===== src/logic/udp_gen_pkg.sv =====
package udp_gen_pkg;

    // Stream port geometry
    localparam int data_w          = 64;
    localparam int keep_w          = 8;
    localparam int beats_per_frame = 22;
    localparam logic [keep_w-1:0] last_keep = 8'h03;   // 170 = 21*8 + 2 bytes

    // Frame layout
    localparam int hdr_bytes     = 42;    // Ethernet 14 + IPv4 20 + UDP 8
    localparam int payload_words = 64;    // 16-bit words

    // Register defaults
    localparam logic [31:0] default_delay   = 32'd200;
    localparam logic [47:0] default_dst_mac = 48'hFFFF_FFFF_FFFF;
    localparam logic [31:0] default_dst_ip  = {8'd192, 8'd168, 8'd4, 8'd1};

    // Fixed header fields
    localparam logic [47:0] src_mac      = 48'h001A_2B3C_4D5E;
    localparam logic [31:0] src_ip       = {8'd192, 8'd168, 8'd4, 8'd99};
    localparam logic [15:0] ether_type   = 16'h0800;   // IPv4
    localparam logic [7:0]  ip_ver_ihl   = 8'h45;
    localparam logic [15:0] ip_total_len = 16'd156;    // 20 + 8 + 128
    localparam logic [15:0] ip_id        = 16'h0001;
    localparam logic [15:0] ip_flags     = 16'h4000;   // Don't fragment
    localparam logic [7:0]  ip_ttl       = 8'd255;
    localparam logic [7:0]  ip_proto_udp = 8'd17;
    localparam logic [15:0] udp_port     = 16'd60133;  // Used for both source and dest
    localparam logic [15:0] udp_len      = 16'd136;    // 8 + 128

    // Host register map
    typedef enum logic [2:0] {
        reg_sent_count = 3'd0,   // Read only
        reg_delay      = 3'd1,
        reg_mac_hi     = 3'd2,   // MAC bytes 0..3, byte 0 in bits 31:24
        reg_mac_lo     = 3'd3,   // MAC bytes 4..5 in bits 15:0
        reg_dst_ip     = 3'd4
    } reg_addr_e;

    typedef enum logic [1:0] {
        st_idle,
        st_send,
        st_done
    } tx_state_e;

    // Per-frame destination settings
    typedef struct packed {
        logic [47:0] dst_mac;
        logic [31:0] dst_ip;
    } frame_cfg_t;

    typedef struct packed {
        logic        we;
        reg_addr_e   addr;
        logic [31:0] wdata;
    } cfg_req_t;

    typedef struct packed {
        logic [data_w-1:0] data;
        logic [keep_w-1:0] keep;
    } beat_t;

endpackage


===== src/logic/config_regs.sv =====
`timescale 1ns/1ps

module config_regs (
    input  logic                    m00_axis_aclk,
    input  logic                    m00_axis_aresetn,
    input  logic                    cfg_req,
    input  udp_gen_pkg::cfg_req_t   cfg_cmd,
    output logic                    cfg_ack,
    output logic [31:0]             cfg_rdata,
    input  logic                    frame_done,
    output udp_gen_pkg::frame_cfg_t cfg_live,
    output logic [31:0]             delay
);

    logic [31:0] sent_count;
    logic        access;

    // New request seen while the previous handshake is closed
    assign access = cfg_req && !cfg_ack;

    always_ff @(posedge m00_axis_aclk or negedge m00_axis_aresetn) begin
        if (!m00_axis_aresetn) begin
            cfg_ack          <= 1'b0;
            delay            <= udp_gen_pkg::default_delay;
            cfg_live.dst_mac <= udp_gen_pkg::default_dst_mac;
            cfg_live.dst_ip  <= udp_gen_pkg::default_dst_ip;
            sent_count       <= '0;
        end else begin
            if (access) begin
                cfg_ack <= 1'b1;
            end else if (!cfg_req) begin
                cfg_ack <= 1'b0;   // Host dropped req, close the handshake
            end

            if (access && cfg_cmd.we) begin
                case (cfg_cmd.addr)
                    udp_gen_pkg::reg_delay:  delay <= cfg_cmd.wdata;
                    udp_gen_pkg::reg_mac_hi: cfg_live.dst_mac[47:16] <= cfg_cmd.wdata;
                    udp_gen_pkg::reg_mac_lo: cfg_live.dst_mac[15:0] <= cfg_cmd.wdata[15:0];
                    udp_gen_pkg::reg_dst_ip: cfg_live.dst_ip <= cfg_cmd.wdata;
                    default: ;   // Sent count is not writable
                endcase
            end

            if (frame_done) begin
                sent_count <= sent_count + 32'd1;
            end
        end
    end

    // Read data is captured with the access and held through the ack phase
    always_ff @(posedge m00_axis_aclk) begin
        if (access) begin
            case (cfg_cmd.addr)
                udp_gen_pkg::reg_sent_count: cfg_rdata <= sent_count;
                udp_gen_pkg::reg_delay:      cfg_rdata <= delay;
                udp_gen_pkg::reg_mac_hi:     cfg_rdata <= cfg_live.dst_mac[47:16];
                udp_gen_pkg::reg_mac_lo:     cfg_rdata <= {16'h0000, cfg_live.dst_mac[15:0]};
                udp_gen_pkg::reg_dst_ip:     cfg_rdata <= cfg_live.dst_ip;
                default:                     cfg_rdata <= '0;
            endcase
        end
    end

endmodule


===== config.mk =====
export PLATFORM = sky130hd
export DESIGN_NAME = config_regs
export DESIGN_NICKNAME = d
export VERILOG_FILES = /design/src/logic/udp_gen_pkg.sv /design/src/logic/config_regs.sv
export SDC_FILE = /design/constraint.sdc
export NUM_CORES = 1
export LEC_CHECK = 0
export BUFFER_PORTS_ARGS = -buffer_cell sky130_fd_sc_hd__buf_2
export CAP_MARGIN = 10
export CORE_MARGIN = 3
export CORE_UTILIZATION = 25
export CTS_CLUSTER_SIZE = 10
export DETAILED_ROUTE_END_ITERATION = 12
export HOLD_SLACK_MARGIN = 0.02
export PLACE_DENSITY = 0.42
export SYNTH_ARGS = -nofsm -noshare
export SYNTH_HDL_FRONTEND = slang
export SYNTH_SLANG_ARGS = --single-unit

===== constraint.sdc =====
create_clock -name m00_axis_aclk -period 3 [get_ports m00_axis_aclk]
set_input_delay 0.6 -clock m00_axis_aclk [delete_from_list [all_inputs] [get_ports m00_axis_aclk]]
set_output_delay 0.6 -clock m00_axis_aclk [all_outputs]
set_load 0.01 [all_outputs]

==> results.toml, run 1 <==
[synth]
synth_edf_count = 32
syn_area_mm2 = 0.007595
synth.largest_area_cell = "dfrtp_1"
ys.flop_type = "dfrtp_1"
synth.top_cell.area_share = 0.2867
ys_warn_count = 0
yosysSeqAreaShare = 0.6138
synth_cells = 528
synthTopCellsByArea = "dfrtp_1, dfstp_2, edfxtp_1"
yosys_register_bits = 177
async_flop_share = 0.8192
synth.avg_cell_area_um2 = 14.38
yosysUniqueCellTypes = 35
syn_nets = 569

[clock_tree]
cts_buffer_depth = 2
cts.htree.levels = 4
cts_made_buffers = 17
postCtsSetupBuffers = 0
cts_hold_buf = 0
root_buffer = "clkbuf_16"
cts_resized = 0
clkSinkCount = 177
cts.clk_slew.worst_paths_ps = 70
cts_tree = "built"
insertion_delay_ps = 420

[sta]
period_minus_slack_ps = 2035
slew_violations = 0
relSlewSlack = 0.3677
tns_ps = 0
rsz0062_at_grt = "no"
fmax_ghz = 0.4914
setup_viol = 0
final-hold-violation-count = 0
min_period_over_period = 0.6784
clock_skew_ps = 12.00
tightest_slew_ps = 944.9

[worst_setup_path]
arrival_ps = 2340
cpLargestDelayFamily = "simple AND/OR/NAND/NOR gates"
r2r-end = "sent_count[30]"
slowest_delay_ps = 700
crit_type = "reg2reg"
slowest_stage = "nor4_4"
end_kind = "flip-flop"
cp_cell_sequence = "ha_1, nand4_2, nor4_4, nand4_1, xnor2_1"
r2r-start = "sent_count[1]"
crit_path_max_fanout = 9
crit_path_start_kind = "flip-flop"
timing.critical_path.buf_inv = 0
r2r_slack_ps = 960
reg2reg_depth = 5
crit_required_ps = 3300

[detailed_routing]
routed_wl_um = 22510
ant_nets = 0
avgRoutedWirePerCell_um = 20.04
drt-initial-drc-count = 302
drt_first_pass_iters = 4
vias = 5145
drc = 0
via_per_inst = 4.581

[floorplan]
start_util = 0.2549
die_x_um = 180.3
fp.dieArea_mm2 = 0.03251
ios = 185
fp.dieH_um = 180.3
std_cell_rows = 63
core-area_mm2 = 0.02980

[layout]
final_cell_mix = "buf_2, dfrtp_1, mux2_1, dfstp_2, mux2_2"
n_antenna_cell = 0
fin_nets = 761
syn_to_final_growth_pct = 26.75
final_common_cell = "buf_2"
layout-drive-gt1-share = 0.4870
stdcell_count = 1123

[grt]
grt_pass1_wl_um = 34580
antenna_found_initial = 0
grt_remaining_overflow = 0
grt_max_degree = 68
first_global_vias = 5583
grt.total_usage = 0.1371

[placement]
placed_cells = 1091
port_buffers = 184
gp_congestion = 0.7597
hpwl_um = 15610

[pwr]
ir_drop_uv = 383.9
p_leak_nw = 4.359
power.density_mw_per_mm2 = 697.3

[status]
status = "complete, no violations"

[job]
drv_cap = 0

[worst_hold_path]
min_path_type = "in2async"
cell type report:
cell class	instances	area (um^2)
Clock buffer	19	452.9
Fill cell	3017	20170
Clock inverter	13	146.4
Timing Repair Buffer	204	1102
Inverter	2	7.507
Multi-Input combinational cell	318	2768
Tap cell	390	488.0
Sequential cell	177	4662
worst max path at each step:
| stage | from | to | slack [ps] | cells after the start |
|---|---|---|---|---|
| 2_1_floorplan | cfg_req | cfg_live[38] | 250 | 5 |
| 3_3_place_gp | cfg_cmd[33] | cfg_live[8] | 610 | 6 |
| 3_5_place_dp | cfg_cmd[33] | cfg_live[12] | 600 | 6 |
| 4_1_cts | sent_count[0] | sent_count[30] | 940 | 5 |
| 5_1_grt | sent_count[5] | sent_count[19] | 830 | 4 |
| 6_report | sent_count[1] | sent_count[30] | 960 | 5 |
registers in the layout, summed over array words and instances, names as in the netlist:
name        cells
delay          32
cfg_live       80
cfg_rdata      32
sent_count     32
cfg_ack         1
cell usage after synthesis (all sizes together) (16+ instances only):
cell,count
xnor2,29
edfxtp,32
mux2i,16
a221o,18
a22oi,28
nand4,19
mux2,113
dfstp,58
o21ai,16
dfrtp,87
buf,22
nand2,39
where the power goes:
part           switching, mW  internal [mW]  total [mW]
sequential             0.333           2.95        3.29
clock                   1.00           1.29        2.29
combinational          0.597          0.542        1.14
through the flow:
stage / setup WS [ps] / hold slack [ps] / utilization / power [mW] / area, um^2
detailed placement: 599.0 / 492.9 / 0.3030 / 4.498 / 9027
finish: 964.9 / 186.8 / 0.3231 / 6.713 / 9627
global placement: 614.5 / 492.3 / 0.3030 / 4.461 / 9027
CTS: 935.7 / 209.9 / 0.3231 / 6.823 / 9627
global route: 828.8 / 207.1 / 0.3231 / 7.080 / 9627
floorplan: 247.6 / 304.4 / - / 3.840 / 7597
per-layer routing:
layer,GRT usage,up-vias,share of wire
li1,-,2345,-
met1,0.1828,2619,0.46
met2,0.2221,174,0.46
met3,0.04683,7,0.073
met4,0.02026,0,0.0046
met5,0,-,0
cells by family after synthesis:
family / share of synthesized area
fa+ha+maj: 0.001647
simple gates: 0.07018
compound gates: 0.06425
flops: 0.6138
buf+inv: 0.02570
mux: 0.1886
xor+xnor: 0.03575
No activity file was read; power rests on OpenSTA's default activity.
==> run 2: changes to the inputs <==
--- a/config.mk
+++ b/config.mk
@@ -12,7 +12,7 @@
 export CTS_CLUSTER_SIZE = 10
 export DETAILED_ROUTE_END_ITERATION = 12
 export HOLD_SLACK_MARGIN = 0.02
-export PLACE_DENSITY = 0.42
+export PLACE_DENSITY = 0.4
 export SYNTH_ARGS = -nofsm -noshare
 export SYNTH_HDL_FRONTEND = slang
 export SYNTH_SLANG_ARGS = --single-unit
==> constraint.sdc (replaced) <==
create_clock -name m00_axis_aclk -period 1.9 [get_ports m00_axis_aclk]
set_input_delay 0.38 -clock m00_axis_aclk [delete_from_list [all_inputs] [get_ports m00_axis_aclk]]
set_output_delay 0.38 -clock m00_axis_aclk [all_outputs]
set_load 0.01 [all_outputs]
==> results.toml, run 2 (same netlist as run 1, synthesis figures left out) <==
[sta]
setup_viol = 0
tightest_slew_ps = 632.1
fmax_ghz = 0.5741
tns_ps = 0
clock_skew_ps = 12.00
slew_violations = 0
relSlewSlack = 0.5781
period_minus_slack_ps = 1742
final-hold-violation-count = 0
rsz0062_at_grt = "no"
timing.final.ws_setup_ps = 158.3
whs_ps = 72.01
min_period_over_period = 0.9167

[placement]
placed_cell_area_mm2 = 0.009284
placed_cells = 1098
gp_congestion = 0.7631
hpwl_um = 16170
pre_cts_ws_ps = -6.844
port_buffers = 184

[pwr]
power_mw = 10.77
internal-power_mw = 7.693
clkPwrFrac = 0.343
power_frac_seq = 0.484
p_comb_frac = 0.173
p_switching_mw = 3.077
ir_drop_uv = 509.3
p_leak_nw = 4.489
p_sw_frac = 0.2857
power.density_mw_per_mm2 = 1088

[worst_setup_path]
crit_type = "reg2reg"
reg2reg_depth = 5
end_kind = "flip-flop"
startpoint = "cfg_ack"
crit_required_ps = 2210
r2r_slack_ps = 160
r2r-start = "cfg_ack"
crit_path_start_kind = "flip-flop"
r2r-end = "delay[10]"
arrival_ps = 2060
crit_path_max_fanout = 11

[layout]
regMostFlops = "cfg_live"
final_cell_mix = "buf_2, dfrtp_1, mux2_1, dfstp_2, nand2_1"
largest_reg_flops = 80
fin_nets = 769
finish.utilization = 0.3323
fillCellCount = 3004
syn_to_final_growth_pct = 30.38
layout-drive-gt1-share = 0.4926
stdcell_count = 1131
stdcell_area_mm2 = 0.009902
n_antenna_cell = 0
final_common_cell = "buf_2"

[floorplan]
start_util = 0.2549
core-area_mm2 = 0.02980
fp.dieArea_mm2 = 0.03251
fp.dieH_um = 180.3
die_x_um = 180.3
ios = 185
std_cell_rows = 63

[detailed_routing]
drt_first_pass_iters = 7
via_per_inst = 4.550
drt-initial-drc-count = 172
ant_nets = 0
routed_wl_um = 22960
drc = 0
vias = 5146
avgRoutedWirePerCell_um = 20.30

[grt]
antenna_found_initial = 0
grt.total_usage = 0.1421
first_global_vias = 5669
grt_pass1_wl_um = 35580
grt_remaining_overflow = 0
grt_max_degree = 50

[worst_hold_path]
hold_end = "cfg_ack"
hold_depth = 1
min_from = "cfg_req"
min_path_type = "in2reg"

[clock_tree]
cts_resized = 0
cts_made_buffers = 17
cts_tree = "built"
insertion_delay_ps = 430
clkSinkCount = 177
root_buffer = "clkbuf_16"
cts.htree.levels = 4
cts_buffer_depth = 2
cts.clk_slew.worst_paths_ps = 70

[status]
status = "complete, no violations"

[job]
drv_cap = 0
## run 2: worst max-delay path by stage
stage / depth (start not counted) / slack, ps / to
finish: 5 / 160 / delay[10]
global route: 6 / 20 / sent_count[30]
CTS: 5 / 120 / delay[10]
detailed placement: 6 / -7 / cfg_rdata[19]
global placement: 6 / -1 / cfg_rdata[16]
floorplan: 5 / -180 / cfg_live[38]
## run 2: cell type report
| cell class | count | area (um^2) | share of cell area |
|---|---|---|---|
| flip-flops and latches | 177 | 4662 | 0.4708 |
| multi-input cells | 318 | 2884 | 0.2913 |
| repair buffers | 212 | 1252 | 0.1265 |
| well taps | 390 | 488.0 | 0.04928 |
| clock buffers | 18 | 429.2 | 0.04334 |
| clock inverters | 14 | 178.9 | 0.01807 |
| inverters | 2 | 7.507 | 0.0007581 |
## run 2: per-layer routing
metal | vias to the layer above | wire length [um] | global-route usage
li1 | 2366 | - | -
met5 | - | 0 | 0
met3 | 20 | 1301 | 0.03855
met2 | 157 | 10890 | 0.2295
met1 | 2603 | 10430 | 0.1879
met4 | 0 | 343 | 0.04145
## run 2: what timing repair did
action                                  in CTS  in global routing
endpoints found under the hold margin       16                  0
buffers inserted                             0                  0
hold buffers                                 1                  0
endpoints found under the setup margin       0                  0
## run 2: critical path: stages, from the launching register on
cell	delay, ps
dfrtp_1	410
nor2b_4	240
nand2_4	120
nor3_4	180
buf_4	300
mux2_2	360
## run 2: power groups by stage
stage	combinational, mW	sequential, mW	clock [mW]
after global routing	2.05	5.32	3.95
after global placement	1.88	5.27	0
final	1.87	5.21	3.69
after CTS	1.91	5.22	3.81
after floorplan	0.762	5.38	0
after detailed placement	1.91	5.29	0
