$ cat config.mk
export PLATFORM = sky130hd
export DESIGN_NAME = ip_checksum
export DESIGN_NICKNAME = d
export VERILOG_FILES = /design/src/logic/udp_gen_pkg.sv /design/src/logic/ip_checksum.sv
export SDC_FILE = /design/constraint.sdc
export NUM_CORES = 1
export LEC_CHECK = 0
export ABC_CLOCK_PERIOD_IN_PS = 800
export BUFFER_PORTS_ARGS = -buffer_cell sky130_fd_sc_hd__buf_2
export CORE_MARGIN = 5
export CORE_UTILIZATION = 40
export DETAILED_ROUTE_END_ITERATION = 8
export PLACE_DENSITY_LB_ADDON = 0.15
export SLEW_MARGIN = 20
export SYNTH_ARGS = -nofsm -noshare
export SYNTH_HDL_FRONTEND = slang
export SYNTH_SLANG_ARGS = --single-unit
export TNS_END_PERCENT = 50
$ cat constraint.sdc
create_clock -name m00_axis_aclk -period 0.8 [get_ports m00_axis_aclk]
set_input_delay 0.08 -clock m00_axis_aclk [delete_from_list [all_inputs] [get_ports m00_axis_aclk]]
set_output_delay 0.08 -clock m00_axis_aclk [all_outputs]
set_load 0.01 [all_outputs]
$ cat src/logic/udp_gen_pkg.sv
package udp_gen_pkg;

    // Stream port geometry
    localparam int data_w          = 64;
    localparam int keep_w          = 8;
    localparam int beats_per_frame = 22;
    localparam logic [keep_w-1:0] last_keep = 8'h03;   // 170 = 21*8 + 2 bytes

    // Frame layout
    localparam int hdr_bytes     = 42;    // Ethernet 14 + IPv4 20 + UDP 8
    localparam int payload_words = 64;    // 16-bit words

    // Register defaults
    localparam logic [31:0] default_delay   = 32'd200;
    localparam logic [47:0] default_dst_mac = 48'hFFFF_FFFF_FFFF;
    localparam logic [31:0] default_dst_ip  = {8'd192, 8'd168, 8'd4, 8'd1};

    // Fixed header fields
    localparam logic [47:0] src_mac      = 48'h001A_2B3C_4D5E;
    localparam logic [31:0] src_ip       = {8'd192, 8'd168, 8'd4, 8'd99};
    localparam logic [15:0] ether_type   = 16'h0800;   // IPv4
    localparam logic [7:0]  ip_ver_ihl   = 8'h45;
    localparam logic [15:0] ip_total_len = 16'd156;    // 20 + 8 + 128
    localparam logic [15:0] ip_id        = 16'h0001;
    localparam logic [15:0] ip_flags     = 16'h4000;   // Don't fragment
    localparam logic [7:0]  ip_ttl       = 8'd255;
    localparam logic [7:0]  ip_proto_udp = 8'd17;
    localparam logic [15:0] udp_port     = 16'd60133;  // Used for both source and dest
    localparam logic [15:0] udp_len      = 16'd136;    // 8 + 128

    // Host register map
    typedef enum logic [2:0] {
        reg_sent_count = 3'd0,   // Read only
        reg_delay      = 3'd1,
        reg_mac_hi     = 3'd2,   // MAC bytes 0..3, byte 0 in bits 31:24
        reg_mac_lo     = 3'd3,   // MAC bytes 4..5 in bits 15:0
        reg_dst_ip     = 3'd4
    } reg_addr_e;

    typedef enum logic [1:0] {
        st_idle,
        st_send,
        st_done
    } tx_state_e;

    // Per-frame destination settings
    typedef struct packed {
        logic [47:0] dst_mac;
        logic [31:0] dst_ip;
    } frame_cfg_t;

    typedef struct packed {
        logic        we;
        reg_addr_e   addr;
        logic [31:0] wdata;
    } cfg_req_t;

    typedef struct packed {
        logic [data_w-1:0] data;
        logic [keep_w-1:0] keep;
    } beat_t;

endpackage

$ cat src/logic/ip_checksum.sv
`timescale 1ns/1ps

module ip_checksum (
    input  logic                    m00_axis_aclk,
    input  logic                    m00_axis_aresetn,
    input  udp_gen_pkg::frame_cfg_t cfg_snap,
    output logic [15:0]             ip_csum
);

    logic [15:0] hdr_words [10];
    logic [19:0] sum;      // Ten 16-bit words fit in 20 bits
    logic [16:0] fold1;
    logic [15:0] fold2;

    // IPv4 header as 16-bit words, checksum field taken as zero
    always_comb begin
        hdr_words[0] = {udp_gen_pkg::ip_ver_ihl, 8'h00};
        hdr_words[1] = udp_gen_pkg::ip_total_len;
        hdr_words[2] = udp_gen_pkg::ip_id;
        hdr_words[3] = udp_gen_pkg::ip_flags;
        hdr_words[4] = {udp_gen_pkg::ip_ttl, udp_gen_pkg::ip_proto_udp};
        hdr_words[5] = 16'h0000;
        hdr_words[6] = udp_gen_pkg::src_ip[31:16];
        hdr_words[7] = udp_gen_pkg::src_ip[15:0];
        hdr_words[8] = cfg_snap.dst_ip[31:16];
        hdr_words[9] = cfg_snap.dst_ip[15:0];
    end

    always_comb begin
        sum = '0;
        for (int i = 0; i < 10; i++) begin
            sum = sum + 20'(hdr_words[i]);
        end
    end

    // Two end-around carry folds are enough for a 20-bit sum
    assign fold1 = 17'(sum[15:0]) + 17'(sum[19:16]);
    assign fold2 = fold1[15:0] + 16'(fold1[16]);

    always_ff @(posedge m00_axis_aclk or negedge m00_axis_aresetn) begin
        if (!m00_axis_aresetn) begin
            ip_csum <= '0;
        end else begin
            ip_csum <= ~fold2;
        end
    end

endmodule

==> results of run 1 <==
==> cell families after synthesis <==
group	share of synthesized area [%]
muxes	0.484
adders and majority gates	21.5
xor gates and xnor gates	12.0
buffers and inverters	8.66
AOI/OAI and AO/OA	21.7
DFF	17.2
and+or+nand+nor	18.4
==> layout make-up <==
cell class	instances	share of cell area, %
Timing Repair Buffer	154	28.1
Inverter	45	4.75
Sequential cell	16	10.5
Clock buffer	4	1.44
Tap cell	72	2.36
Multi-Input combinational cell	215	52.9
==> synthesized netlist by cell type, types with 5 or more instances <==
cell type and n:
and2_1 5, inv_1 45, and3_1 5, xnor2_1 22, nor2_1 9, dfrtp_1 16, xor2_1 10, ha_1 36
nand3_1 7, o21ai_0 6, nand2_1 16, nor3_1 11, a21o_1 8, a21oi_1 11
==> per-layer routing <==
| metal | part of all wire, % | GRT usage (%) | up-vias |
|---|---|---|---|
| li1 | - | - | 1300 |
| met1 | 41 | 20.8 | 1130 |
| met2 | 53 | 34.7 | 55 |
| met3 | 4.2 | 0.951 | 10 |
| met4 | 2.2 | 6.66 | 0 |
| met5 | 0 | 0 | - |
==> report_power, final <==
group          total [mW]  leakage (nW)  internal (mW)  switching, mW
combinational        4.96          1.66           2.59           2.37
sequential           1.17         0.186           1.11         0.0565
clock               0.693        0.0288          0.437          0.256
==> stage by stage <==
step | TNS (ns) | hold WS (ns) | std cells
after global routing | -64.23 | 0.302 | 506
after floorplan | -62.28 | -0.216 | 281
after global placement | -64.17 | -0.00987 | 490
after CTS | -57.57 | 0.259 | 500
final | -58.74 | 0.256 | 506
after detailed placement | -65.76 | -0.00224 | 490
==> repair_timing <==
action                     4_1_cts  5_1_grt
gates cloned                     0        0
pin swaps                       14        9
resized for setup               22       12
hold buffers                     1        0
buffers inserted                 5        6
hold endpoints to repair        16        0
setup endpoints to repair       32       32
==> how the worst max path moves through the flow <==
stage / start / cells after the start / slack, ns / endpoint
after floorplan: cfg_snap[5] / 27 / -4.31 / ip_csum[15]$_DFF_PN0_
final: cfg_snap[5] / 28 / -3.98 / ip_csum[15]$_DFF_PN0_
after detailed placement: cfg_snap[5] / 28 / -4.45 / ip_csum[15]$_DFF_PN0_
after global routing: cfg_snap[5] / 28 / -4.32 / ip_csum[15]$_DFF_PN0_
after CTS: cfg_snap[5] / 28 / -3.90 / ip_csum[14]$_DFF_PN0_
after global placement: cfg_snap[5] / 28 / -4.33 / ip_csum[15]$_DFF_PN0_
==> impl_results.md, run 1 <==
* Final ANT Viol Nets at 0
* Die Area at between 7000 and 8000 um^2
* Netlist cell types at 58
* Setup CP Type: input port to flop
* Placer Congestion at 0.885
* Vias per Instance at 4.93
* Pwr/cell area at 1790 nW/um^2
* Total power at 6.82 mW
* Fin nets at 555
* Max reg flops at 16
* Largest area contributor in the synthesized netlist: ha_1
* Die extent in x at 86.3 um
* Most flops, register: ip_csum
* Ratio of cells with drive above 1 in the final layout at 48.4%
* Most frequent cells in the layout: buf_4 (99), buf_2 (47), inv_1 (39)
* Max clock buf depth at 2
* Initial antenna violation count at 0
* Hold crit path type: input port to asynchronous set/reset pin
* Fill cells at 466
* Cell area after synthesis at ~2300 um^2
* Unrepaired setup endpoints after global routing: yes
* Primary FF master, synth: dfrtp_1
* Pin count of the biggest net entering global routing at 17
* CP max-delay cell: a2111o_1
* Synth async-reset ratio at 100%
* Worst slew pin tran at 0.468 ns
* Routed WL at 6480 um
* Clk pin slew, worst setup/hold paths at 0.06 ns
* WL/cell at 12.8 um
* Max Freq at between 200 and 250 MHz
* Place WS at -4.45 ns
* Initial drt markers at 51
* DRT Pass-1 Iters at 4
* Post-route cell area at around 3800 um^2
* First-pass GRT wire length at 10900 um
* Slew Limit Fails at 0
* Area of the multi-input gates at roughly 2000 um^2
* Critical path endpoint category: flop
* Synth-to-Final Area Change at 64.0%
* CP Data Arrival Time at 4.90 ns
* Core area at 5570 um^2
* CP peak stage delay at 0.34 ns
* Bufs and invs on worst path at 3
* Commonest non-fill, non-tap cell in the layout: buf_4
* Yosys top cell area share at about a fifth
* PortBufs at 49
* Rel. slew slack at 68.5%
* Vias in the first global route at roughly 2500
* Final Worst Setup Slack at -3.98 ns
* Critical Path Start Type: input port
* Area of placed instances at 3500 um^2
* Total gr overflow at 0
* CP delay by family, top: compound AO/OA/AOI/OAI gates
* Sequential fraction of the synthesis area at 17.2%
* Final Cycle Share at 597%
* DRC errors left at 0
* Vias after detailed routing at 2495
* Seq cells post-synth at 16
* Cell count after synthesis at roughly 280
* N_diodes at 0
* Final Hold Vio Count at 0
* Post-layout util at 68.5%
* Worst VDD drop at 0.00154 V
* Max cap viols at 0
* Setup Viol. Count Final at 32
* Die extent in y at about 86 um
* Worst Path Required at 0.93 ns
* Synth warnings at 0
* Clock sinks at 16
* Detailed placer's ending HPWL at 5670 um
* Row count at 27
* Sequential Area at 400 um^2
* Top cells by area, synth: ha_1 (19%), dfrtp_1 (17%), xnor2_1 (8.3%), inv_1 (7.3%), xor2_1 (3.8%)
* Top Registers: ip_csum x16
* CTS tree: built
* GRT Overall Usage at 18.0%
* Crit-path max FO at 4
* Tmin final at 4.78 ns
* Clock root buffer: clkbuf_8
* Avg Cell Area, Syn at around 8.3 um^2
* Failing checks: setup timing
* Num CTS Buffers at 3
* H-tree Lvls at 1
* Initial core utilization at 41.8%
* I/O Pins at 98
* Mapped Nets at 401
* Leak at 1.88 nW
* Post-synth EDFFs at 0
* Outcome: finished, violations left
Note: power is estimated with default switching activity, not from simulation.
==> inputs of run 2 (changes only) <==
Settings changed: CORE_ASPECT_RATIO set to 1.1, CORE_UTILIZATION 40 to 30.
==> run 2 against run 1 <==
Against the previous run: the flow still finishes with violations (setup timing); final area is 0.98% higher; die area rose by 29%; critical endpoint is now ip_csum[14]$_DFF_PN0_; power decreased by 1.5%; fmax is 0.89% lower; combinational power fell by 1%; utilization is 17 points lower.
==> impl_results.md, run 2 (same netlist as run 1, synthesis figures left out) <==
* Initial drt markers at 59
* Max reg flops at 16
* Max Freq at 208 MHz
* Ratio of cells with drive above 1 in the final layout at a little under 50%
* Outcome: finished, violations left
* M1 WL at 2900 um
* Routed WL at approximately 6400 um
* Crit-path max FO at 3
* Final ANT Viol Nets at 0
* Pin count of the biggest net entering global routing at 17
* Core area at 7510 um^2
* N_diodes at 0
* Top sig layer: met4
* Clk pin slew, worst setup/hold paths at 0.05 ns
* Row count at 33
* Bufs and invs on worst path at 4
* Initial antenna violation count at 0
* Clock sinks at 16
* Clock root buffer: clkbuf_8
* Detailed placer's ending HPWL at roughly 5700 um
* Final Cycle Share at 602%
* Placer Congestion at between 0.9 and 1
* Total power at 6.72 mW
* Top Registers: ip_csum x16
* CP Data Arrival Time at about 5 ns
* Setup TNS at -59.52 ns
* Commonest non-fill, non-tap cell in the layout: buf_4
* CP peak stage delay at 0.34 ns
* Setup CP Type: input port to flop
* PortBufs at 49
* Total gr overflow at 0
* WL met2 at 3170 um
* Leak at 1.87 nW
* Synth-to-Final Area Change at 65.6%
* Die Area at ~9600 um^2
* DRT Pass-1 Iters at 4
* Failing checks: setup timing
* CP delay by family, top: compound AO/OA/AOI/OAI gates
* Setup Viol. Count Final at 18
* GRT Overall Usage at 13.5%
* Critical path endpoint category: flop
* DRC errors left at 0
* Final Hold Vio Count at 0
* Tmin final at 4.82 ns
* Vias in the first global route at 2410
* Max cap viols at 0
* Pwr/cell area at 1740 nW/um^2
* Max clock buf depth at 2
* Hold crit path type: input port to asynchronous set/reset pin
* Fill cells at 775
* CP max-delay cell: a2111o_1
* Vias after detailed routing at 2464
* Vias per Instance at 4.56
* Worst Path Required at around 0.96 ns
* Most frequent cells in the layout: buf_4 (102), buf_2 (47), inv_1 (37)
* Critical path's most frequent cell: ha_4
* Place WS at -4.54 ns
* CTS tree: built
* Rel. slew slack at 61.9%
* H-tree Lvls at 1
* WL/cell at 11.8 um
* Most flops, register: ip_csum
* Worst VDD drop at around 0.00050 V
* Worst slew pin tran at 0.571 ns
* Die extent in y at roughly 100 um
* Initial core utilization at 31.0%
* Critical Path Start Type: input port
* Final Worst Setup Slack at -4.02 ns
* Fin nets at 556
* Slew Limit Fails at 0
* First-pass GRT wire length at about 11000 um
* I/O Pins at 98
* Num CTS Buffers at 3
* Met3 WL at 237 um
* Die extent in x at ~94 um
* Unrepaired setup endpoints after global routing: yes
[run 2: cell type report]
class	instances	area, um^2	share of cell area [%]
clock buffer	4	55.1	1.43
inverter	45	181	4.71
multi-input combinational	215	2010	52.3
sequential	16	400	10.4
tap	105	131	3.41
timing repair buffer	155	1070	27.8
[run 2: layer usage]
metal	global-route usage, %	vias up
li1	-	1302
met1	17.2	1099
met2	25.0	57
met3	0.884	6
met4	3.11	0
met5	0	-
[run 2: what timing repair did]
action / CTS / global route
endpoints found under the setup margin: 32 / 32
resized for setup: 21 / 14
gates cloned: 0 / 0
endpoints found under the hold margin: 16 / 0
pin swaps: 9 / 13
hold buffers: 1 / 0
setup buffers: 5 / 6
[run 2: worst max-delay path by stage]
stage	from	endpoint	slack [ns]	cells past startpoint
after floorplan	cfg_snap[5]	ip_csum[15]$_DFF_PN0_	-4.31	27
after global placement	cfg_snap[5]	ip_csum[15]$_DFF_PN0_	-4.38	28
after detailed placement	cfg_snap[5]	ip_csum[15]$_DFF_PN0_	-4.54	28
after CTS	cfg_snap[5]	ip_csum[15]$_DFF_PN0_	-4.02	28
after global routing	cfg_snap[5]	ip_csum[15]$_DFF_PN0_	-4.37	28
final	cfg_snap[5]	ip_csum[14]$_DFF_PN0_	-4.02	29
[run 2: stage by stage]
stage | area (um^2) | std cells | util [%] | hold slack [ns]
after floorplan | 2510 | 281 | - | -0.216
after global routing | 3850 | 540 | 51.3 | 0.297
final | 3850 | 540 | 51.3 | 0.270
after global placement | 3550 | 524 | 47.2 | -0.00717
after CTS | 3750 | 534 | 49.9 | 0.282
after detailed placement | 3550 | 524 | 47.2 | -0.0112
[run 2: power by group]
group | switching, mW | leakage [nW] | total [mW] | internal [mW]
Clock | 0.215 | 0.0288 | 0.649 | 0.434
Combinational | 2.35 | 1.66 | 4.90 | 2.55
Sequential | 0.0549 | 0.186 | 1.17 | 1.11
==> inputs of run 3 (changes only) <==
Settings changed: CORE_MARGIN 5 to 2.
==> run 3 against run 2 <==
Against the previous run: the run still ends with setup timing left; sequential share of layout area fell by 0.15 points; critical path depth fell by 1; clock power rose by 4.0%; final area rose by 1.5%; combinational power rose by 3%; critical endpoint is now ip_csum[15]$_DFF_PN0_; highest routed layer unchanged.
==> impl_results.md, run 3 (same netlist as run 1, synthesis figures left out) <==
* Outcome: finished, violations left
* Failing checks: setup timing
* N_diodes at 0
* Critical Path Start Type: input port
* Total power at 6.92 mW
* Vias per Instance at about 4.7
* Clock network fraction of design power at 9.8%
* H-tree Lvls at 1
* CP max-delay cell: a2111o_1
* Routed WL at 6550 um
* Bufs and invs on worst path at 3
* Max clock buf depth at 2
* DRT Pass-1 Iters at 4
* Comb power frac at 73.3%
* Most flops, register: ip_csum
* Crit-path max FO at 4
* Worst Path Required at approximately 0.97 ns
* WHS at 0.265 ns
* Unrepaired setup endpoints after global routing: yes
* CP peak stage delay at ~0.33 ns
* Row count at 33
* Final Worst Setup Slack at -4.06 ns
* Die extent in x at 88.0 um
* Final ANT Viol Nets at 0
* Num CTS Buffers at 3
* Switching portion of total power at 39.0%
* Final Cycle Share at 608%
* PortBufs at 49
* Synth-to-Final Area Change at 68.0%
* GRT Overall Usage at 16.1%
* Placed Cells at 525
* Fin nets at approximately 560
* CP Data Arrival Time at 5.03 ns
* Initial core utilization at between 30 and 40%
* Final std cells w/o fill at 541
* Clock sinks at 16
* Post-layout util at a little over half
* Clk pin slew, worst setup/hold paths at about 0.06 ns
* Die Area at 8480 um^2
* Detailed placer's ending HPWL at 5650 um
* Psw at 2.70 mW
* Crit path from: cfg_snap[5]
* Max cap viols at 0
* Setup CP Type: input port to flop
* Setup Viol. Count Final at 28
* Total gr overflow at 0
* Worst slew pin tran at 0.447 ns
* Vias after detailed routing at around 2500
* Place WS at -4.49 ns
* Vias in the first global route at 2485
* Commonest non-fill, non-tap cell in the layout: buf_4
* Reg power frac at roughly 17%
* Worst VDD drop at 0.000593 V
* Clock root buffer: clkbuf_8
* Tmin final at around 5 ns
* Slew Limit Fails at 0
* WL/cell at 12.1 um
* Leak at 1.89 nW
* Placer Congestion at 0.852
* Fill cells at 715
* Most frequent cells in the layout: buf_4 (100), buf_2 (45), inv_1 (38)
* Pwr/cell area at 1770 nW/um^2
* Pin count of the biggest net entering global routing at 17
* CTS tree: built
* CP delay by family, top: compound AO/OA/AOI/OAI gates
* First-pass GRT wire length at 10900 um
* Rel. slew slack at 70.0%
* I/O Pins at approximately 100
* Top Registers: ip_csum x16
* Max Freq at 206 MHz
* Max reg flops at 16
* P_int at around 4.2 mW
* Initial drt markers at 45
* Final Hold Vio Count at 0
* Die extent in y at 96.4 um
* Hold crit path type: input port to asynchronous set/reset pin
* Critical path endpoint category: flop
* Core area at 7470 um^2
* Ratio of cells with drive above 1 in the final layout at 49.8%
* Initial antenna violation count at 0
* DRC errors left at 0
==> run 3: changes by cell type in the layout (fill, tap and decap cells not counted), sizes merged <==
cell	change
buf	+1
==> run 3: worst max-delay path by stage <==
stage,slack [ns],to,cells past startpoint
finish,-4.06,ip_csum[15]$_DFF_PN0_,28
global placement,-4.39,ip_csum[15]$_DFF_PN0_,27
global route,-4.38,ip_csum[15]$_DFF_PN0_,28
floorplan,-4.31,ip_csum[15]$_DFF_PN0_,27
detailed placement,-4.49,ip_csum[15]$_DFF_PN0_,28
CTS,-4.00,ip_csum[15]$_DFF_PN0_,28
==> run 3: metrics by stage <==
stage / TNS (ns) / instance area [um^2]
finish: -60.07 / 3910
global route: -65.43 / 3910
CTS: -59.12 / 3830
detailed placement: -66.61 / 3560
global placement: -65.31 / 3560
floorplan: -62.28 / 2510
==> run 3: routing by layer <==
metal / wire, um / part of all wire [%] / up-vias / GRT usage [%]
met5: 0 / 0 / - / 0
met4: 130 / 2.0 / 0 / 5.90
met3: 151 / 2.3 / 12 / 1.02
met2: 3380 / 52 / 48 / 30.3
met1: 2880 / 44 / 1171 / 19.0
li1: - / - / 1306 / -
==> run 3: final cells by class <==
cell class	count	area (um^2)	share of cell area [%]
multi-input combinational	215	2040	52.2
timing repair buffer	156	1100	28.2
sequential	16	400	10.2
inverter	45	181	4.64
tap	105	131	3.36
clock buffer	4	55.1	1.41
==> run 3: what timing repair did <==
action / in CTS / in global routing
pin swaps: 9 / 2
gates resized for setup: 28 / 14
setup buffers: 9 / 2
hold buffers: 1 / 0
endpoints found under the setup margin: 32 / 32
hold endpoints to repair: 16 / 0
cloned: 0 / 0
==> run 3: power groups by stage <==
| stage | Sequential (mW) | Combinational, mW | Clock (mW) |
|---|---|---|---|
| final | 1.18 | 5.07 | 0.675 |
| after floorplan | 1.38 | 2.31 | 0 |
| after detailed placement | 1.18 | 4.67 | 0 |
| after CTS | 1.17 | 4.94 | 0.697 |
| after global routing | 1.22 | 5.58 | 0.729 |
| after global placement | 1.18 | 4.66 | 0 |
