[src/logic/udp_gen_pkg.sv]
package udp_gen_pkg;

    // Stream port geometry
    localparam int data_w          = 64;
    localparam int keep_w          = 8;
    localparam int beats_per_frame = 22;
    localparam logic [keep_w-1:0] last_keep = 8'h03;   // 170 = 21*8 + 2 bytes

    // Frame layout
    localparam int hdr_bytes     = 42;    // Ethernet 14 + IPv4 20 + UDP 8
    localparam int payload_words = 64;    // 16-bit words

    // Register defaults
    localparam logic [31:0] default_delay   = 32'd200;
    localparam logic [47:0] default_dst_mac = 48'hFFFF_FFFF_FFFF;
    localparam logic [31:0] default_dst_ip  = {8'd192, 8'd168, 8'd4, 8'd1};

    // Fixed header fields
    localparam logic [47:0] src_mac      = 48'h001A_2B3C_4D5E;
    localparam logic [31:0] src_ip       = {8'd192, 8'd168, 8'd4, 8'd99};
    localparam logic [15:0] ether_type   = 16'h0800;   // IPv4
    localparam logic [7:0]  ip_ver_ihl   = 8'h45;
    localparam logic [15:0] ip_total_len = 16'd156;    // 20 + 8 + 128
    localparam logic [15:0] ip_id        = 16'h0001;
    localparam logic [15:0] ip_flags     = 16'h4000;   // Don't fragment
    localparam logic [7:0]  ip_ttl       = 8'd255;
    localparam logic [7:0]  ip_proto_udp = 8'd17;
    localparam logic [15:0] udp_port     = 16'd60133;  // Used for both source and dest
    localparam logic [15:0] udp_len      = 16'd136;    // 8 + 128

    // Host register map
    typedef enum logic [2:0] {
        reg_sent_count = 3'd0,   // Read only
        reg_delay      = 3'd1,
        reg_mac_hi     = 3'd2,   // MAC bytes 0..3, byte 0 in bits 31:24
        reg_mac_lo     = 3'd3,   // MAC bytes 4..5 in bits 15:0
        reg_dst_ip     = 3'd4
    } reg_addr_e;

    typedef enum logic [1:0] {
        st_idle,
        st_send,
        st_done
    } tx_state_e;

    // Per-frame destination settings
    typedef struct packed {
        logic [47:0] dst_mac;
        logic [31:0] dst_ip;
    } frame_cfg_t;

    typedef struct packed {
        logic        we;
        reg_addr_e   addr;
        logic [31:0] wdata;
    } cfg_req_t;

    typedef struct packed {
        logic [data_w-1:0] data;
        logic [keep_w-1:0] keep;
    } beat_t;

endpackage

[src/logic/pkt_tx_ctrl.sv]
`timescale 1ns/1ps

module pkt_tx_ctrl (
    input  logic                    m00_axis_aclk,
    input  logic                    m00_axis_aresetn,
    input  logic [31:0]             delay,
    input  udp_gen_pkg::frame_cfg_t cfg_live,
    input  logic                    m00_axis_tready,
    output logic                    m00_axis_tvalid,
    output logic                    m00_axis_tlast,
    output logic [4:0]              beat_idx,
    output udp_gen_pkg::frame_cfg_t cfg_snap,
    output logic                    frame_done
);

    udp_gen_pkg::tx_state_e state;

    logic [31:0] timer;
    logic        trigger;
    logic        start;
    logic        last_beat;

    // Delay of zero stops the timer from firing
    assign trigger   = (delay != '0) && (timer == delay);
    assign start     = trigger && (state == udp_gen_pkg::st_idle);
    assign last_beat = (beat_idx == 5'(udp_gen_pkg::beats_per_frame - 1));

    always_ff @(posedge m00_axis_aclk or negedge m00_axis_aresetn) begin
        if (!m00_axis_aresetn) begin
            timer <= '0;
        end else if (trigger) begin
            timer <= '0;
        end else begin
            timer <= timer + 32'd1;   // Free running, also during a frame
        end
    end

    always_ff @(posedge m00_axis_aclk or negedge m00_axis_aresetn) begin
        if (!m00_axis_aresetn) begin
            state    <= udp_gen_pkg::st_idle;
            beat_idx <= 5'(udp_gen_pkg::beats_per_frame);   // Past the end, keep is zero
        end else begin
            case (state)
                udp_gen_pkg::st_idle: begin
                    if (start) begin
                        state    <= udp_gen_pkg::st_send;
                        beat_idx <= '0;
                    end
                end
                udp_gen_pkg::st_send: begin
                    if (m00_axis_tready) begin
                        beat_idx <= beat_idx + 5'd1;   // Leaves idx past the end after tlast
                        if (last_beat) begin
                            state <= udp_gen_pkg::st_done;
                        end
                    end
                end
                udp_gen_pkg::st_done: state <= udp_gen_pkg::st_idle;
                default:              state <= udp_gen_pkg::st_idle;
            endcase
        end
    end

    // Settings frozen for the whole frame
    always_ff @(posedge m00_axis_aclk) begin
        if (start) begin
            cfg_snap <= cfg_live;
        end
    end

    assign m00_axis_tvalid = (state == udp_gen_pkg::st_send);
    assign m00_axis_tlast  = m00_axis_tvalid && last_beat;
    assign frame_done      = (state == udp_gen_pkg::st_done);

endmodule

[config.mk]
export PLATFORM = sky130hd
export DESIGN_NAME = pkt_tx_ctrl
export DESIGN_NICKNAME = d
export VERILOG_FILES = /design/src/logic/udp_gen_pkg.sv /design/src/logic/pkt_tx_ctrl.sv
export SDC_FILE = /design/constraint.sdc
export NUM_CORES = 1
export LEC_CHECK = 0
export ABC_AREA = 0
export BUFFER_PORTS_ARGS = -buffer_cell sky130_fd_sc_hd__buf_2
export CAP_MARGIN = 15
export CORE_ASPECT_RATIO = 0.7
export CORE_UTILIZATION = 34
export CTS_BUF_LIST = sky130_fd_sc_hd__clkbuf_4
export CTS_CLUSTER_DIAMETER = 150
export DETAILED_ROUTE_END_ITERATION = 8
export GPL_TIMING_DRIVEN = 0
export HOLD_SLACK_MARGIN = 0.02
export SKIP_CTS_REPAIR_TIMING = 1
export SLEW_MARGIN = 25
export SYNTH_ARGS = -nofsm -noshare
export SYNTH_HDL_FRONTEND = slang
export SYNTH_SLANG_ARGS = --single-unit
[constraint.sdc]
create_clock -name m00_axis_aclk -period 6.07 [get_ports m00_axis_aclk]
set_input_delay 1.214 -clock m00_axis_aclk [delete_from_list [all_inputs] [get_ports m00_axis_aclk]]
set_output_delay 1.214 -clock m00_axis_aclk [all_outputs]
set_load 0.02 [all_outputs]
==> metrics.txt, run 1 <==
fraction of layout instances using a drive strength above 1 a little over two fifths; max-slew violation count 0; distinct cell type count of the synthesized netlist 32; achievable clock frequency ~300 MHz; type of the worst min-delay path reg -> reg; CTS root buf sky130_fd_sc_hd__clkbuf_4; part of the total power dissipated in combinational logic a little under 4%; final design utilization 47.3%; number of routed nets with antenna violations 0; clock transition time at the flip-flop clock pins of the worst setup and hold paths 0.11 ns; NetSw 364 uW; hold_ws 0.553 ns; number of warnings reported in the yosys synthesis log 0; count of buffer and inverter cells on the critical path 3; number of H-tree branching levels 4; Detailed Route Iter0 Violations 148; global-route wire length before repair 18.2 mm; Top delay family on crit path simple AND/OR/NAND/NOR gates; global placer's final weighted congestion 0.794; post-synthesis cell count about 340; final wirelength 12.3 mm; endpoint kind of the worst setup timing path register; Req. time, crit path 6.25 ns; number of clock buffers inserted by TritonCTS 17; power per unit of standard cell area around 240 mW/mm^2; starting density of the core between 30% and 40%; final setup violating endpoints 0; via count of the first global-routing pass 3353; number of nets produced by synthesis 454; overall routing resource usage between 15 and 20%; number of remaining DRC errors 0; clock latency reported for the late side of the worst-skew pair 0.51 ns; Setup Crit Path Kind in -> reg; Slowest-stage cell, CP sky130_fd_sc_hd__nor4_1; mean cell area of the mapped netlist 14.2 sq um; tightest slew margin relative to the limit 39.4%; antenna violations before repair 2; number of register bits inferred by synthesis 119; total number of clock tree sinks 119; slew at the pin with the worst max-slew slack 0.909 ns; vias post-DR about 3.5k; startpoint of the tightest hold check path timer[0]; Area Overhead vs Synth 32.7%; count of max-cap constraint violations 0; first-pass iteration count of the detailed router 4; outcome finished, final reports clean; largest voltage drop on the vdd net approximately 0.096 mV; RSZ-0062 raised after global routing no; Via-to-Cell Ratio 4.58; launch point of the critical path delay[23]; clock tree skew after final layout 0.0221 ns; number of rows in the core area 35; critical path fanouts, max 49; CTS tree built; I/O pins 203; final number of hold-violating endpoints 0; Vert. Die Dim 101 um; net switching fraction of the power 23.9%; internal power component 1.16 mW; clock buffer depth 2; Pleak 2.61 nW; final critical delay including setup and external delays 3.29 ns; highest cell delay on the worst timing path roughly 0.53 ns; sequential fraction of the synthesis area a little over two thirds; HPWL reported at the end of detailed placement 9.42 mm; core area 0.0134 sq mm; cell-by-cell listing of the critical path buf_2 > xor2_1 > nor4_1 > nand4_1 > nor3_2 > buf_4 > and2_4 > buf_12; width of the die 144 um; largest net degree at the start of global routing 50; Tcrit/Tclk final 54.2%; worst flop-to-flop path startpoint timer[26]; Wirelength per Cell 16.3 um; DIE AREA around 0.015 sq mm; GR Overflow Total 0; clock share of power 39.3%; synthesized cell area 0.00479 sq mm; critical path arrival 3.47 ns; final-stage net count 676; count of input and output buffers 202; Total Negative Setup Slacks 0 ns; kind of launch point of the worst setup path primary input; sequential fraction of design power a little under three fifths
## sequential cells by signal, indices dropped and copies added (netlist names)
signal and flops:
beat_idx 5, cfg_snap 80, state 2, timer 32
## cell type report
| type | instances | area [sq um] |
|---|---|---|
| fillers | 1241 | 7090 |
| flip-flops and latches | 119 | 3380 |
| multi-input cells | 200 | 1320 |
| repair buffers | 203 | 1030 |
| well taps | 185 | 231 |
| clock inverters | 14 | 164 |
| clock buffers | 18 | 135 |
| plain buffers | 8 | 53.8 |
| inverters | 9 | 33.8 |
| diodes | 1 | 2.50 |
## power groups by stage
| stage | registers (mW) | logic [mW] | clock network (mW) |
|---|---|---|---|
| 6_report | 0.866 | 0.0587 | 0.598 |
| 5_1_grt | 0.867 | 0.0650 | 0.664 |
| 4_1_cts | 0.867 | 0.0597 | 0.624 |
| 3_5_place_dp | 0.884 | 0.0591 | 0 |
| 3_3_place_gp | 0.884 | 0.0567 | 0 |
| 2_1_floorplan | 0.884 | 0.00846 | 0 |
## cells in the final DEF (no fill, tap or decap), types with 5 or more instances in the layout
| master | Yosys | routed |
|---|---|---|
| sky130_fd_sc_hd__buf_2 | 4 | 206 |
| sky130_fd_sc_hd__edfxtp_1 | 80 | 80 |
| sky130_fd_sc_hd__nor2_1 | 41 | 41 |
| sky130_fd_sc_hd__xor2_1 | 41 | 41 |
| sky130_fd_sc_hd__dfrtp_1 | 36 | 36 |
| sky130_fd_sc_hd__xnor2_1 | 24 | 24 |
| sky130_fd_sc_hd__clkbuf_4 | 0 | 18 |
| sky130_fd_sc_hd__nor4_1 | 17 | 17 |
| sky130_fd_sc_hd__nand2_1 | 12 | 12 |
| sky130_fd_sc_hd__nor3_1 | 11 | 11 |
| sky130_fd_sc_hd__nand4_1 | 11 | 11 |
| sky130_fd_sc_hd__inv_1 | 9 | 9 |
| sky130_fd_sc_hd__nand3_1 | 8 | 8 |
| sky130_fd_sc_hd__and4_1 | 5 | 5 |
| sky130_fd_sc_hd__nor2b_1 | 5 | 5 |
| sky130_fd_sc_hd__a21oi_1 | 5 | 5 |
| sky130_fd_sc_hd__inv_6 | 0 | 5 |
## path summary, 6_finish.rpt
path	endpoint	slack [ns]	cells past startpoint
worst max-delay path	cfg_snap[49]	2.78	8
worst min-delay path	timer[0]	0.55	1
worst max register to register	cfg_snap[49]	3.02	8
worst min register to register	timer[0]	0.55	1
max in group asynchronous	timer[26]	4.67	1
min in group asynchronous	timer[8]	0.83	1
## layer usage
| layer | routed length [um] | vias up | track usage (%) |
|---|---|---|---|
| met3 | 1050 | 12 | 6.62 |
| met4 | 82 | 2 | 5.16 |
| met1 | 5220 | 1671 | 21.6 |
| met2 | 5950 | 134 | 27.5 |
| li1 | - | 1651 | - |
| met5 | 9 | - | 0 |
## Yosys cell counts
library cell | count | share of area, %
sky130_fd_sc_hd__a21oi_1 | 5 | 0.52
sky130_fd_sc_hd__a31oi_1 | 1 | 0.13
sky130_fd_sc_hd__and2_1 | 4 | 0.52
sky130_fd_sc_hd__and3_1 | 3 | 0.39
sky130_fd_sc_hd__and4_1 | 5 | 0.91
sky130_fd_sc_hd__buf_2 | 4 | 0.42
sky130_fd_sc_hd__buf_4 | 1 | 0.16
sky130_fd_sc_hd__buf_6 | 2 | 0.47
sky130_fd_sc_hd__clkbuf_1 | 1 | 0.078
sky130_fd_sc_hd__dfrtp_1 | 36 | 19
sky130_fd_sc_hd__dfstp_2 | 3 | 1.6
sky130_fd_sc_hd__edfxtp_1 | 80 | 50
sky130_fd_sc_hd__ha_1 | 3 | 0.78
sky130_fd_sc_hd__inv_1 | 9 | 0.71
sky130_fd_sc_hd__nand2_1 | 12 | 0.94
sky130_fd_sc_hd__nand3_1 | 8 | 0.84
sky130_fd_sc_hd__nand3_2 | 1 | 0.21
sky130_fd_sc_hd__nand4_1 | 11 | 1.4
sky130_fd_sc_hd__nand4_4 | 1 | 0.44
sky130_fd_sc_hd__nand4b_1 | 1 | 0.18
sky130_fd_sc_hd__nor2_1 | 41 | 3.2
sky130_fd_sc_hd__nor2b_1 | 5 | 0.65
sky130_fd_sc_hd__nor3_1 | 11 | 1.1
sky130_fd_sc_hd__nor3_2 | 1 | 0.21
sky130_fd_sc_hd__nor3b_1 | 1 | 0.16
sky130_fd_sc_hd__nor4_1 | 17 | 2.2
sky130_fd_sc_hd__nor4_2 | 1 | 0.26
sky130_fd_sc_hd__o21a_1 | 1 | 0.16
sky130_fd_sc_hd__o21ai_0 | 1 | 0.10
sky130_fd_sc_hd__o311ai_0 | 1 | 0.18
sky130_fd_sc_hd__xnor2_1 | 24 | 4.4
sky130_fd_sc_hd__xor2_1 | 41 | 7.5
## logic make-up after synthesis
kind of cell	Yosys count	share of synthesized area [%]
DFF	119	70.6
and+or+nand+nor	123	13.7
buffers and inverters	17	1.83
xor gates and xnor gates	65	11.9
AOI/OAI and AO/OA	9	1.10
adders and majority gates	3	0.784
## stage by stage
step / setup slack (ns) / area, sq um / std cells / power (mW)
floorplan: 1.61 / 4790 / 336 / 0.893
global placement: 0.475 / 6030 / 723 / 0.941
detailed placement: 2.26 / 6050 / 724 / 0.943
CTS: 2.83 / 6350 / 756 / 1.55
global route: 2.74 / 6350 / 756 / 1.60
finish: 2.78 / 6350 / 757 / 1.52
(Power assumes the default switching activity.)
==> run 2: changes to the inputs <==
--- a/config.mk
+++ b/config.mk
@@ -5,7 +5,7 @@
 export SDC_FILE = /design/constraint.sdc
 export NUM_CORES = 1
 export LEC_CHECK = 0
-export ABC_AREA = 0
+export ABC_AREA = 1
 export BUFFER_PORTS_ARGS = -buffer_cell sky130_fd_sc_hd__buf_2
 export CAP_MARGIN = 15
 export CORE_ASPECT_RATIO = 0.7
==> constraint.sdc (replaced) <==
create_clock -name m00_axis_aclk -period 3.44 [get_ports m00_axis_aclk]
set_input_delay 0.688 -clock m00_axis_aclk [delete_from_list [all_inputs] [get_ports m00_axis_aclk]]
set_output_delay 0.688 -clock m00_axis_aclk [all_outputs]
set_load 0.02 [all_outputs]
==> metrics.txt, run 2 <==
outcome finished, final reports clean; hold_ws 0.141 ns; number of routed nets with antenna violations 0; post-synthesis cell count roughly 550; clock latency reported for the late side of the worst-skew pair 0.51 ns; max-slew violation count 0; asr flop ratio synth between 30% and 40%; cells on worst reg2reg path 9; overall routing resource usage 19.8%; antenna violations before repair 0; combinational family with the most area after synthesis simple AND/OR/NAND/NOR gates; kind of launch point of the worst setup path register; CTS tree built; Detailed Route Iter0 Violations 437; Via-to-Cell Ratio 4.58; synthesized-area fraction occupied by and/or/nand/nor cells between 20% and 30%; number of H-tree branching levels 4; fraction of synthesized cell area taken by the top area cell type about 44%; total number of clock tree sinks 119; area fraction in compound gates after synthesis 1.06%; tightest slew margin relative to the limit a little over half; critical path arrival 3.13 ns; critical path fanouts, max 16; vias post-DR 4551; final design utilization 45.7%; Vert. Die Dim 108 um; largest reg by FF count cfg_snap; global placer's final weighted congestion ~0.99; number of remaining DRC errors 0; most common cell in the netlist sky130_fd_sc_hd__nand2_1; EDFF count, synth 80; endpoint kind of the worst setup timing path register; xor and xnor fraction of the mapped netlist area 4.82%; HPWL reported at the end of detailed placement 13.0 mm; overall power 2.86 mW; Pleak 3.43 nW; via count of the first global-routing pass 4329; RSZ-0062 raised after global routing no; distinct cell type count of the synthesized netlist 31; count of max-cap constraint violations 0; largest net degree at the start of global routing 40; slew at the pin with the worst max-slew slack just over 0.7 ns; Tcrit/Tclk final 84.7%; placed standard-cell area roughly 0.0068 sq mm; number of nets produced by synthesis 671; starting density of the core 35.0%; sequential fraction of the synthesis area 62.0%; clock tree skew after final layout 0.0266 ns; mean cell area of the mapped netlist 9.86 sq um; end of the worst register-to-register path cfg_snap[25]; worst flop-to-flop path startpoint timer[17]; GR Overflow Total 0; Largest regs cfg_snap: 80 flops, timer: 32 flops, beat_idx: 5 flops; Req. time, crit path 3.65 ns; Setup Crit Path Kind reg -> reg; final critical delay including setup and external delays 2.91 ns; multiplexer fraction of the synthesized cell area 0%; final setup violating endpoints 0; count of input and output buffers 202; commonest non-fill, non-tap cells in the layout 202 x sky130_fd_sc_hd__buf_2, 134 x sky130_fd_sc_hd__nand2_1, 80 x sky130_fd_sc_hd__edfxtp_1, 75 x sky130_fd_sc_hd__inv_1, 64 x sky130_fd_sc_hd__nor2_1; number of register bits inferred by synthesis roughly 120; number of warnings reported in the yosys synthesis log 0; final-stage net count around 900; final number of hold-violating endpoints 0; largest voltage drop on the vdd net 0.186 mV; achievable clock frequency 343 MHz; DIE AREA around 0.017 sq mm; synthesized cell area between 0.005 and 0.006 sq mm; clock transition time at the flip-flop clock pins of the worst setup and hold paths around 0.13 ns; Wirelength per Cell between 15 and 20 um; total instance count after detailed placement 960; Area Overhead vs Synth 30.8%; cell types with the largest area share after synthesis sky130_fd_sc_hd__edfxtp_1 44%, sky130_fd_sc_hd__dfrtp_1 17%, sky130_fd_sc_hd__nand2_1 9.4%, sky130_fd_sc_hd__inv_1 5.4%, sky130_fd_sc_hd__nor2_1 4.4%; width of the die 153 um; number of clock buffers inserted by TritonCTS 17; power per unit of standard cell area approximately 400 mW/mm^2; fraction of layout instances using a drive strength above 1 35.4%; number of rows in the core area 38; CTS root buf sky130_fd_sc_hd__clkbuf_4; most common library cell in the layout ignoring fill and taps sky130_fd_sc_hd__buf_2; clock buffer depth 2; fraction of the mapped netlist area in adder cells 0.689%; Design Area, Final between 0.007 and 0.008 sq mm; Post-synth top flop sky130_fd_sc_hd__edfxtp_1; type of the worst min-delay path in -> async; final wirelength between 15 and 20 mm; R2R setup slack between 0.5 and 0.6 ns; core area around 0.016 sq mm; number of flip-flops under the largest register name 80; most numerous cell types in the synthesized netlist 137 x sky130_fd_sc_hd__nand2_1, 80 x sky130_fd_sc_hd__edfxtp_1, 78 x sky130_fd_sc_hd__inv_1; top cell type by total area after synthesis sky130_fd_sc_hd__edfxtp_1; I/O pins roughly 200; global-route wire length before repair between 20 and 25 mm; non-filler cells, final 993; first-pass iteration count of the detailed router 5
[run 2: cell types whose count changed after synthesis, sizes merged, moves of 4 or more]
| cell | previous run | this run |
|---|---|---|
| buf | 7 | 3 |
| nor4 | 18 | 4 |
| nand2 | 12 | 138 |
| nor3 | 12 | 26 |
| xnor2 | 24 | 17 |
| xor2 | 41 | 13 |
| nor2b | 5 | 0 |
| and4 | 5 | 0 |
| and2 | 4 | 0 |
| nand3 | 9 | 38 |
| nor2 | 41 | 75 |
| inv | 9 | 86 |
[run 2: power by group]
part           switching [mW]  internal, mW  leakage, nW
clock network           0.605         0.535        0.175
registers              0.0119          1.54         1.15
logic                  0.0955        0.0796         2.11
total                   0.713          2.15         3.43
[run 2: stage by stage]
step           setup TNS (ns)  worst slack [ns]
2_1_floorplan          -12.81            -0.160
3_3_place_gp          -104.02             -1.31
3_5_place_dp                0             0.272
4_1_cts                     0             0.524
5_1_grt                     0             0.275
6_report                    0             0.526
[run 2: area by class of cell]
cell class	instances	area, sq um
Multi-Input combinational cell	345	1730
Sequential cell	119	3380
Fill cell	1564	8460
Inverter	86	338
Buffer	3	32.5
Timing Repair Buffer	207	1080
Clock inverter	14	185
Clock buffer	18	135
Antenna cell	1	2.50
Tap cell	200	250
[run 2: worst max-delay path, cell delays in order (launching register included)]
cell and delay [ns]:
sky130_fd_sc_hd__dfrtp_1 0.51, sky130_fd_sc_hd__inv_1 0.15, sky130_fd_sc_hd__nand2_1 0.08, sky130_fd_sc_hd__nand2_1 0.08, sky130_fd_sc_hd__nor4_1 0.28, sky130_fd_sc_hd__nand3_1 0.19, sky130_fd_sc_hd__nor3_4 0.65, sky130_fd_sc_hd__buf_8 0.24
sky130_fd_sc_hd__buf_6 0.20, sky130_fd_sc_hd__buf_6 0.21
[run 2: how the worst max path moves through the flow]
stage | startpoint | end | slack (ns) | cells past startpoint
3_3_place_gp | delay[22] | cfg_snap[34] | -1.31 | 7
3_5_place_dp | delay[22] | cfg_snap[8] | 0.27 | 10
5_1_grt | timer[17] | cfg_snap[25] | 0.28 | 9
6_report | timer[17] | cfg_snap[25] | 0.53 | 9
4_1_cts | timer[17] | cfg_snap[48] | 0.52 | 9
2_1_floorplan | delay[22] | cfg_snap[0] | -0.16 | 6
[run 2: cell families (layout without fill, tap and decap cells)]
family / Yosys count / after routing
flops: 119 / 119
fa+ha+maj: 3 / 3
other cells: 0 / 1
xor+xnor: 30 / 30
buf+inv: 89 / 328
compound gates: 10 / 10
simple gates: 302 / 302
[run 2: metal layers]
metal / vias to the layer above / track usage [%] / wire length, um
li1: 2254 / - / -
met1: 2109 / 27.8 / 7430
met2: 176 / 29.8 / 7070
met3: 12 / 5.77 / 1280
met4: 0 / 5.50 / 137
met5: - / 0 / 0
